==> src/design/rx_frontend_pkg.sv <==
package rx_frontend_pkg;

  // Rail widths and coefficient format
  localparam int IQ_W   = 24;
  localparam int OUT_W  = 16;
  // Q1.17 signed
  localparam int CORR_W = 18;

  // Register offsets, added to SR_BASE
  localparam int REG_MAG   = 0;
  localparam int REG_PHASE = 1;
  localparam int REG_OFS_I = 2;
  localparam int REG_OFS_Q = 3;
  localparam int REG_MAP   = 4;

  typedef struct packed {
    logic        stb;
    logic [7:0]  addr;
    logic [31:0] data;
  } set_bus_t;

  // Field order matches bits 3..0 of the mapping register
  typedef struct packed {
    logic invert_i;
    logic invert_q;
    logic realmode;
    logic swap_iq;
  } iq_map_t;

  typedef struct packed {
    iq_map_t                  map;
    logic signed [CORR_W-1:0] mag_corr;
    logic signed [CORR_W-1:0] phase_corr;
    logic signed [IQ_W-1:0]   offset_i;
    logic signed [IQ_W-1:0]   offset_q;
  } rx_config_t;

  typedef struct packed {
    logic signed [IQ_W-1:0] i;
    logic signed [IQ_W-1:0] q;
  } iq24_t;

  typedef struct packed {
    logic signed [OUT_W-1:0] i;
    logic signed [OUT_W-1:0] q;
  } sc16_t;

  // Saturate a signed value to a w-bit signed range, result in the low w bits
  function automatic logic signed [31:0] clip_to(input logic signed [31:0] x,
                                                 input int unsigned w);
    logic signed [31:0] hi;
    logic signed [31:0] lo;
    hi = (32'sd1 <<< (w - 1)) - 32'sd1;
    lo = -(32'sd1 <<< (w - 1));
    if (x > hi) begin
      return hi;
    end
    if (x < lo) begin
      return lo;
    end
    return x;
  endfunction

endpackage
==> src/design/rx_frontend.sv <==
module rx_frontend
  import rx_frontend_pkg::*;
#(
  parameter int SR_BASE          = 0,
  parameter bit BYPASS_DC_OFFSET = 1'b0,
  parameter bit BYPASS_IQ_COMP   = 1'b0
) (
  input  logic     clk,
  input  logic     reset,
  input  set_bus_t set_i,
  input  logic     adc_stb_i,
  input  sc16_t    adc_i,
  output logic     rx_stb_o,
  output sc16_t    rx_o
);

  rx_config_t cfg;
  logic       map_stb;
  iq24_t      map_data;
  logic       ofs_stb;
  iq24_t      ofs_data;
  logic       comp_stb;
  iq24_t      comp_data;

  rx_settings_regs #(.SR_BASE(SR_BASE)) i_rx_settings_regs (
    .clk   (clk),
    .reset (reset),
    .set_i (set_i),
    .cfg_o (cfg)
  );

  rx_iq_mapper i_rx_iq_mapper (
    .clk    (clk),
    .reset  (reset),
    .cfg_i  (cfg),
    .stb_i  (adc_stb_i),
    .data_i (adc_i),
    .stb_o  (map_stb),
    .data_o (map_data)
  );

  generate
    if (!BYPASS_DC_OFFSET) begin : g_dc_offset
      rx_dc_offset i_rx_dc_offset (
        .clk    (clk),
        .reset  (reset),
        .cfg_i  (cfg),
        .stb_i  (map_stb),
        .data_i (map_data),
        .stb_o  (ofs_stb),
        .data_o (ofs_data)
      );
    end else begin : g_dc_bypass
      assign ofs_stb  = map_stb;
      assign ofs_data = map_data;
    end
  endgenerate

  generate
    if (!BYPASS_IQ_COMP) begin : g_iq_balance
      rx_iq_balance i_rx_iq_balance (
        .clk    (clk),
        .reset  (reset),
        .cfg_i  (cfg),
        .stb_i  (ofs_stb),
        .data_i (ofs_data),
        .stb_o  (comp_stb),
        .data_o (comp_data)
      );
    end else begin : g_iq_bypass
      assign comp_stb  = ofs_stb;
      assign comp_data = ofs_data;
    end
  endgenerate

  rx_round_clip i_rx_round_clip (
    .clk    (clk),
    .reset  (reset),
    .stb_i  (comp_stb),
    .data_i (comp_data),
    .stb_o  (rx_stb_o),
    .data_o (rx_o)
  );

endmodule

==> src/design/rx_round_clip.sv <==
module rx_round_clip
  import rx_frontend_pkg::*;
(
  input  logic  clk,
  input  logic  reset,
  input  logic  stb_i,
  input  iq24_t data_i,
  output logic  stb_o,
  output sc16_t data_o
);

  localparam int ROUND_SHIFT = IQ_W - OUT_W;
  localparam logic signed [31:0] HALF_LSB = 32'sd1 <<< (ROUND_SHIFT - 1);

  logic signed [31:0] rnd_i;
  logic signed [31:0] rnd_q;
  logic signed [31:0] sat_i;
  logic signed [31:0] sat_q;

  // Round half up, floor shift, then saturate to sc16
  always_comb begin
    rnd_i = (data_i.i + HALF_LSB) >>> ROUND_SHIFT;
    rnd_q = (data_i.q + HALF_LSB) >>> ROUND_SHIFT;
    sat_i = clip_to(rnd_i, OUT_W);
    sat_q = clip_to(rnd_q, OUT_W);
  end

  always_ff @(posedge clk) begin
    if (reset) begin
      stb_o <= 1'b0;
    end else begin
      stb_o <= stb_i;
    end
  end

  always_ff @(posedge clk) begin
    if (stb_i) begin
      data_o.i <= sat_i[OUT_W-1:0];
      data_o.q <= sat_q[OUT_W-1:0];
    end
  end

endmodule

==> src/design/rx_iq_balance.sv <==
module rx_iq_balance
  import rx_frontend_pkg::*;
(
  input  logic       clk,
  input  logic       reset,
  input  rx_config_t cfg_i,
  input  logic       stb_i,
  input  iq24_t      data_i,
  output logic       stb_o,
  output iq24_t      data_o
);

  // Shift the product back to the 24-bit rail scale
  localparam int PROD_W     = 2 * CORR_W;
  localparam int PROD_SHIFT = 11;

  logic [1:0]               stb_sr;
  logic signed [CORR_W-1:0] top_i;
  logic signed [PROD_W-1:0] prod_mag;
  logic signed [PROD_W-1:0] prod_phase;
  iq24_t                    data_d1;
  logic signed [31:0]       term_mag;
  logic signed [31:0]       term_phase;
  logic signed [31:0]       sum_i;
  logic signed [31:0]       sum_q;

  // Top 18 bits of I feed both multipliers
  assign top_i = data_i.i[IQ_W-1 -: CORR_W];

  // Stage 1 multiplies while the raw sample rides alongside
  always_ff @(posedge clk) begin
    if (stb_i) begin
      prod_mag   <= top_i * cfg_i.mag_corr;
      prod_phase <= top_i * cfg_i.phase_corr;
      data_d1    <= data_i;
    end
  end

  // Arithmetic shift gives the floor
  always_comb begin
    term_mag   = 32'(prod_mag >>> PROD_SHIFT);
    term_phase = 32'(prod_phase >>> PROD_SHIFT);
    sum_i      = clip_to(data_d1.i + term_mag, IQ_W);
    sum_q      = clip_to(data_d1.q + term_phase, IQ_W);
  end

  // Stage 2 adds and clips
  always_ff @(posedge clk) begin
    if (stb_sr[0]) begin
      data_o.i <= sum_i[IQ_W-1:0];
      data_o.q <= sum_q[IQ_W-1:0];
    end
  end

  always_ff @(posedge clk) begin
    if (reset) begin
      stb_sr <= 2'b00;
    end else begin
      stb_sr <= {stb_sr[0], stb_i};
    end
  end

  assign stb_o = stb_sr[1];

  // Valid output data never carries unknown bits
  a_data_known: assert property (@(posedge clk) disable iff (reset)
    stb_o |-> !$isunknown(data_o));

endmodule

==> src/design/rx_dc_offset.sv <==
module rx_dc_offset
  import rx_frontend_pkg::*;
(
  input  logic       clk,
  input  logic       reset,
  input  rx_config_t cfg_i,
  input  logic       stb_i,
  input  iq24_t      data_i,
  output logic       stb_o,
  output iq24_t      data_o
);

  logic signed [31:0] diff_i;
  logic signed [31:0] diff_q;
  logic signed [31:0] sat_i;
  logic signed [31:0] sat_q;

  // Both operands are sign extended before the subtract
  always_comb begin
    diff_i = data_i.i - cfg_i.offset_i;
    diff_q = data_i.q - cfg_i.offset_q;
    sat_i  = clip_to(diff_i, IQ_W);
    sat_q  = clip_to(diff_q, IQ_W);
  end

  always_ff @(posedge clk) begin
    if (reset) begin
      stb_o <= 1'b0;
    end else begin
      stb_o <= stb_i;
    end
  end

  always_ff @(posedge clk) begin
    if (stb_i) begin
      data_o.i <= sat_i[IQ_W-1:0];
      data_o.q <= sat_q[IQ_W-1:0];
    end
  end

  // An X strobe here would poison every later stage
  a_stb_known: assert property (@(posedge clk) disable iff (reset)
    !$isunknown(stb_o));

endmodule

==> src/design/rx_iq_mapper.sv <==
module rx_iq_mapper
  import rx_frontend_pkg::*;
(
  input  logic       clk,
  input  logic       reset,
  input  rx_config_t cfg_i,
  input  logic       stb_i,
  input  sc16_t      data_i,
  output logic       stb_o,
  output iq24_t      data_o
);

  localparam int PAD_W = IQ_W - OUT_W;

  logic [OUT_W-1:0] rail_i;
  logic [OUT_W-1:0] rail_q;

  // Rail selection, then complement where asked
  always_comb begin
    if (cfg_i.map.swap_iq) begin
      rail_i = cfg_i.map.invert_q ? ~data_i.q : data_i.q;
      rail_q = cfg_i.map.invert_i ? ~data_i.i : data_i.i;
    end else begin
      rail_i = cfg_i.map.invert_i ? ~data_i.i : data_i.i;
      rail_q = cfg_i.map.invert_q ? ~data_i.q : data_i.q;
    end
    // Real mode keeps only the I rail
    if (cfg_i.map.realmode) begin
      rail_q = '0;
    end
  end

  always_ff @(posedge clk) begin
    if (reset) begin
      stb_o <= 1'b0;
    end else begin
      stb_o <= stb_i;
    end
  end

  // Widen into the upper bits, zero fraction below
  always_ff @(posedge clk) begin
    if (stb_i) begin
      data_o.i <= {rail_i, {PAD_W{1'b0}}};
      data_o.q <= {rail_q, {PAD_W{1'b0}}};
    end
  end

endmodule

==> src/design/rx_settings_regs.sv <==
module rx_settings_regs
  import rx_frontend_pkg::*;
#(
  parameter int SR_BASE = 0
) (
  input  logic       clk,
  input  logic       reset,
  input  set_bus_t   set_i,
  output rx_config_t cfg_o
);

  logic       hit_mag;
  logic       hit_phase;
  logic       hit_ofs_i;
  logic       hit_ofs_q;
  logic       hit_map;
  rx_config_t cfg_q;

  // Address decode for the five registers
  assign hit_mag   = set_i.stb && (set_i.addr == 8'(SR_BASE + REG_MAG));
  assign hit_phase = set_i.stb && (set_i.addr == 8'(SR_BASE + REG_PHASE));
  assign hit_ofs_i = set_i.stb && (set_i.addr == 8'(SR_BASE + REG_OFS_I));
  assign hit_ofs_q = set_i.stb && (set_i.addr == 8'(SR_BASE + REG_OFS_Q));
  assign hit_map   = set_i.stb && (set_i.addr == 8'(SR_BASE + REG_MAP));

  // All zero means identity correction and straight mapping
  always_ff @(posedge clk) begin
    if (reset) begin
      cfg_q <= '0;
    end else begin
      if (hit_mag) begin
        cfg_q.mag_corr <= set_i.data[CORR_W-1:0];
      end
      if (hit_phase) begin
        cfg_q.phase_corr <= set_i.data[CORR_W-1:0];
      end
      if (hit_ofs_i) begin
        cfg_q.offset_i <= set_i.data[IQ_W-1:0];
      end
      if (hit_ofs_q) begin
        cfg_q.offset_q <= set_i.data[IQ_W-1:0];
      end
      if (hit_map) begin
        cfg_q.map <= set_i.data[3:0];
      end
    end
  end

  assign cfg_o = cfg_q;

  // An unknown write strobe would corrupt the configuration registers
  a_stb_known: assert property (@(posedge clk) disable iff (reset)
    !$isunknown(set_i.stb));

endmodule

==> config.mk <==
export PLATFORM = sky130hd
export DESIGN_NAME = rx_frontend
export DESIGN_NICKNAME = d
export VERILOG_FILES = /design/src/design/rx_frontend_pkg.sv /design/src/design/rx_frontend.sv /design/src/design/rx_round_clip.sv /design/src/design/rx_iq_balance.sv /design/src/design/rx_dc_offset.sv /design/src/design/rx_iq_mapper.sv /design/src/design/rx_settings_regs.sv
export SDC_FILE = /design/constraint.sdc
export NUM_CORES = 2
export LEC_CHECK = 0
export ABC_AREA = 1
export ABC_CLOCK_PERIOD_IN_PS = 18700
export BUFFER_PORTS_ARGS = -buffer_cell sky130_fd_sc_hd__clkbuf_2
export CORE_MARGIN = 3
export CORE_UTILIZATION = 45
export CTS_CLUSTER_SIZE = 10
export DETAILED_ROUTE_END_ITERATION = 6
export GPL_TIMING_DRIVEN = 0
export PLACE_DENSITY_LB_ADDON = 0.08
export SETUP_SLACK_MARGIN = 0.02
export SYNTH_ARGS = -nofsm -noshare
export SYNTH_HDL_FRONTEND = slang
export SYNTH_SLANG_ARGS = --single-unit
==> constraint.sdc <==
create_clock -name clk -period 18.7 [get_ports clk]
set_clock_uncertainty 0.15 [all_clocks]
set_input_delay 0.935 -clock clk [delete_from_list [all_inputs] [get_ports clk]]
set_output_delay 0.935 -clock clk [all_outputs]
set_load 0.02 [all_outputs]
* Word-level counts from Yosys, hierarchy flattened
Cells that the tools add are included.
** Storage, ports and cells
- Flip-flop bits (word level) :: 373
- Input port bits :: 76
- Output and inout port bits :: 33
- Word-level logic and storage cells :: 102
** Operators by class
- $add $sub $neg :: 6
- Multipliers :: 2
- $lt $le $gt $ge :: 12
- Eq/ne operators :: 4
- Multiplexer cells :: 46
- Bitwise gates (word level) :: 2
- Reduce and logical (&&, ||, !) cells :: 6
** Operators with widths (number)
- 24-bit two-way mux :: 16
- 16-bit two-way mux :: 12
- 18-bit by 18-bit multiplier with 36-bit output :: 2
- 24-bit by 25-bit adder with 26-bit output :: 2
- 26-bit by 24-bit > comparator with 1-bit output, second input constant :: 2
- 26-bit by 24-bit less-than comparator with 1-bit output, second input constant :: 2
- 24-bit by 9-bit adder with 25-bit output, second input constant :: 2
- 25-bit by 24-bit > comparator with 1-bit output, second input constant :: 2
- 25-bit by 24-bit less-than comparator with 1-bit output, second input constant :: 2
- 24-bit by 24-bit subtractor with 25-bit output :: 2
- 17-bit by 16-bit > comparator with 1-bit output, second input constant :: 2
- 17-bit by 16-bit less-than comparator with 1-bit output, second input constant :: 2
- 16-bit NOT :: 2
- 1-bit two-way mux :: 18
- 8-bit by 2-bit == test with 1-bit output, second input constant :: 2
- 8-bit by 1-bit == test with 1-bit output, second input constant :: 1
- 8-bit by 3-bit == test with 1-bit output, second input constant :: 1
- 8-bit zero test :: 1
- 1-bit logical AND :: 5

* Logic depth before layout (Yosys ltp)
- Depth after elaboration :: 6
- Mapped depth :: 28
- Gate-level depth less buffers :: 26

* Hierarchy
A second synthesis with hierarchy kept.
** Second synthesis, totals
- Cells, all modules :: 6216
- Area total of the unflattened synthesis :: 47250.3 µm²
** By module, submodules not included
- rx_iq_balance :: times used 1, cells an instance 4309, area each 33930.0 µm²
- rx_dc_offset :: times used 1, cells an instance 822, area each 5275.1 µm²
- rx_settings_regs :: times used 1, cells an instance 528, area each 3728.6 µm²
- rx_iq_mapper :: times used 1, cells an instance 310, area each 2195.9 µm²
- rx_round_clip :: times used 1, cells an instance 247, area each 2120.8 µm²

* Least setup slack after synthesis
No wires, ideal clock.
- Kind :: register to register
- From :: register g_dc_offset.i_rx_dc_offset.data_o[47] (netlist name)
- To :: register g_iq_balance.i_rx_iq_balance.prod_mag[35] (data pin)
- Library setup time :: 0.265 ns
- Arrival :: 6.026 ns
- Data required time :: 18.285 ns
- Setup slack :: 12.259 ns
- Stages on the path, launching flop included :: 21
- Buffers on the path :: 2
- Path through :: edfxtp_1 clkbuf_1 clkbuf_1 nand2_1 fa_1 inv_1 fa_1 fa_1 fa_1 fa_1 inv_1 fa_1 inv_1 ha_1 a21oi_1 inv_1 a21oi_1 o21ai_0 a211oi_1 o21ai_0 xor2_1
** On the way
- Longest elaborated chain between the ends :: 1
** RTL lines
- start, declared :: line rx_dc_offset.sv:10 : output iq24_t data_o
- 18-bit by 18-bit multiplier with 36-bit output :: line rx_iq_balance.sv:33 : prod_mag <= top_i * cfg_i.mag_corr;
- end signal, assigned :: line rx_iq_balance.sv:33
- end, declared :: line rx_iq_balance.sv:19 : logic signed [PROD_W-1:0] prod_mag;
No other way between the ends.
A chain may end at the register's enable or synchronous reset.

* Final worst setup path
- From :: register g_dc_offset.i_rx_dc_offset.data_o[47] (netlist name)
- To :: register g_iq_balance.i_rx_iq_balance.prod_mag[34] (data pin)
Same word-level chain as after synthesis.

==> impl_metrics.toml <==
[synth]
synth_seq_cells = 337
syn_inst = 5430
synth_area_leader_cell = "fa_1"
yosys-top-cells-area = "fa_1 30%, edfxtp_1 17%, inv_1 12%, nand2_1 11%, ha_1 7.5%"
synth-async-reset-ratio = 0
yosysTopAreaCellShare = 0.300
ys_seq_area_frac = 0.209
synthFlopType = "edfxtp_1"
yosysWarnings = 0
avgSynthCellArea_sq_um = 8.09
syn_nets = 6428
synth_cell_types = 56
synth_area_sq_mm = 0.0439
synth_edf_count = 244

[cts]
numCtsBuffers = 42
clock_sinks = 337
cts_tree = "done"
cts_root_buffer = "clkbuf_16"
cts_max_level = 2
clkLatencyLatePin_ns = 0.59
cts_buffer_depth = 3
clk_pin_slew_ns = 0.06
hold_buffers = 0
post_cts_resized = 0
cts_setup_buffers = 0

[timing]
setup_tns_ns = 0
hold_viol = 0
worstMarginPinSlew_ns = 1.17
max_slew_margin = 0.219
setup_viol = 0
fmax_mhz = 121
rsz0062_at_grt = "false"
finalCriticalPeriod_ns = 8.28
finalCritPeriodShare = 0.443
slew_violations = 0
worst_slack_ns = 10.42

[global_routing]
grt_pass1_wl_microns = 200000
grt_pass1_vias = 34400
grt_start_max_net_pins = 52
grt_antenna_before_repair = 2
grt_use_total = 0.257
grt-ovfl-total = 0

[placed_design]
portBuffers = 99
hpwl_microns = 106000
place_ws_ns = 10.48
gp_congestion = 0.929

[power_and_ir_drop]
swShare = 0.284
p_int_mw = 1.37
vdd_drop_max_uv = 65.8
clock_power_share = 0.407
p_leak_nw = 25.5
power_density_mw_per_mm2 = 40.3
pwr-share-comb = 0.150
p_sw_uw = 541
seqPwrFrac = 0.443

[route]
drtIter0Drc = 2684
postRouteWirelength_microns = 127000
dr.pass1.iters = 6
drtAntennaViolNets = 0
route.detailed.drc = 0
avgViaCountPerCell = 4.99
via_count = 34300
avgRoutedWirePerCell_microns = 18.5

[cells_and_area]
mostFrequentLayoutCells = "1426 x inv_1, 1334 x nand2_1, 658 x fa_1"
antenna_cells = 0
area_growth_pct = 7.94
nets = 6575
final_layout_size_suffix_gt1_frac = 0.0564
final_common_cell = "inv_1"

[floorplanning]
placementRows = 113
die-area_sq_mm = 0.101
core-area_sq_mm = 0.0959
die_h_microns = 318
start_util = 0.458
io_pins = 109
die_w_microns = 318

[job]
drv_cap = 0

[worst_setup_path]
critPathArrivalTime_ns = 8.55
crit_path_end_kind = "flip-flop"
cp_data_required_time_ns = 18.97
crit_path_top_delay_cell = "clkbuf_1"
crit_top_cell = "inv_1"
critPathMaxStageDelay_ns = 0.76
worstPathMaxFanout = 10
critPathKind = "reg -> reg"
worstSetupStartpointType = "flip-flop"
crit_chain = "clkbuf_1, clkbuf_1, nand2_1, inv_1, fa_1, inv_1, fa_1, inv_1, ha_1, inv_1, fa_1, inv_1, fa_1, inv_1, fa_1, inv_1, ha_1, nand2_1, nor3_1, nand3b_1, o211ai_1, nand3_1, nand2_1, xor2_1"

[worst_hold_path]
hp-class = "reg -> reg"

[outcome]
status = "finished clean"
[path summary, 6_finish.rpt]
path                                         startpoint                                        end  slack [ns]  depth (start not counted)
setup / recovery  g_dc_offset.i_rx_dc_offset.data_o[47]  g_iq_balance.i_rx_iq_balance.prod_mag[34]       10.42                         24
setup reg to reg  g_dc_offset.i_rx_dc_offset.data_o[47]  g_iq_balance.i_rx_iq_balance.prod_mag[34]       10.42                         24
hold reg to reg   g_dc_offset.i_rx_dc_offset.data_o[26]   g_iq_balance.i_rx_iq_balance.data_d1[26]        0.27                          0
hold / removal    g_dc_offset.i_rx_dc_offset.data_o[26]   g_iq_balance.i_rx_iq_balance.data_d1[26]        0.27                          0
[cells by family after synthesis]
family / Yosys count / share of synthesized area
adder cells (fa/ha/maj): 922 / 0.375
buffers and inverters: 1631 / 0.141
AO/OA/AOI/OAI: 419 / 0.0574
AND/OR/NAND/NOR: 1961 / 0.184
flip-flops: 337 / 0.209
XOR/XNOR: 160 / 0.0328
[metrics by stage]
stage / cells / hold slack (ns) / cell area (sq um) / power (mW) / utilization
2_1_floorplan: 5430 / 0.250 / 43900 / 1.03 / -
3_3_place_gp: 6794 / 0.254 / 46000 / 1.14 / 0.480
3_5_place_dp: 6798 / 0.255 / 46100 / 1.14 / 0.481
4_1_cts: 6867 / 0.268 / 47400 / 1.93 / 0.495
5_1_grt: 6867 / 0.276 / 47400 / 1.99 / 0.495
6_report: 6867 / 0.267 / 47400 / 1.91 / 0.495
[synth_stat cells, drive strengths merged (91+ instances only)]
library cell,n
inv,1435
nand2,1395
fa,658
nor2,330
ha,264
edfxtp,244
a21oi,169
clkbuf,152
nand3,128
xor2,113
dfxtp,93
a211oi,92
o21ai,91
[metal layers]
layer	GRT usage	up-vias	part of all wire
met1	0.369	16700	0.44
met5	0	-	0
met2	0.407	1062	0.45
met4	0.0585	0	0.023
met3	0.0431	138	0.080
li1	-	16400	-
[state kept, by name (all words and copies together) (netlist names), 25 cells and up]
signal	count
g_iq_balance.i_rx_iq_balance.data_d1	48
i_rx_settings_regs.cfg_o	88
g_iq_balance.i_rx_iq_balance.prod_phase	25
g_iq_balance.i_rx_iq_balance.prod_mag	25
i_rx_round_clip.data_o	32
i_rx_iq_mapper.data_o	32
g_dc_offset.i_rx_dc_offset.data_o	48
g_iq_balance.i_rx_iq_balance.data_o	34
[worst max-delay path: cells and delay by family, from the launching register on]
family / cells / cell delay, ns
adders and majority gates: 7 / 3.29
and+or+nand+nor: 6 / 1.31
DFF: 1 / 0.35
buffers and inverters: 9 / 2.19
AOI/OAI and AO/OA: 1 / 0.60
xor gates and xnor gates: 1 / 0.18
[power by group through the flow]
stage / clock network (mW) / registers, mW / logic [mW]
2_1_floorplan: 0 / 0.856 / 0.176
3_3_place_gp: 0 / 0.866 / 0.277
3_5_place_dp: 0 / 0.861 / 0.283
4_1_cts: 0.795 / 0.846 / 0.285
5_1_grt: 0.826 / 0.848 / 0.316
6_report: 0.777 / 0.846 / 0.286
[area by class of cell]
type | count | area (sq um)
clock buffer | 62 | 1210
sequential | 337 | 9200
clock inverter | 7 | 85.1
tap | 1265 | 1580
timing repair buffer | 103 | 598
buffer | 195 | 815
inverter | 1436 | 5390
multi-input combinational | 3462 | 28500
fill | 9605 | 48400
No activity file was read; power rests on OpenSTA's default activity.
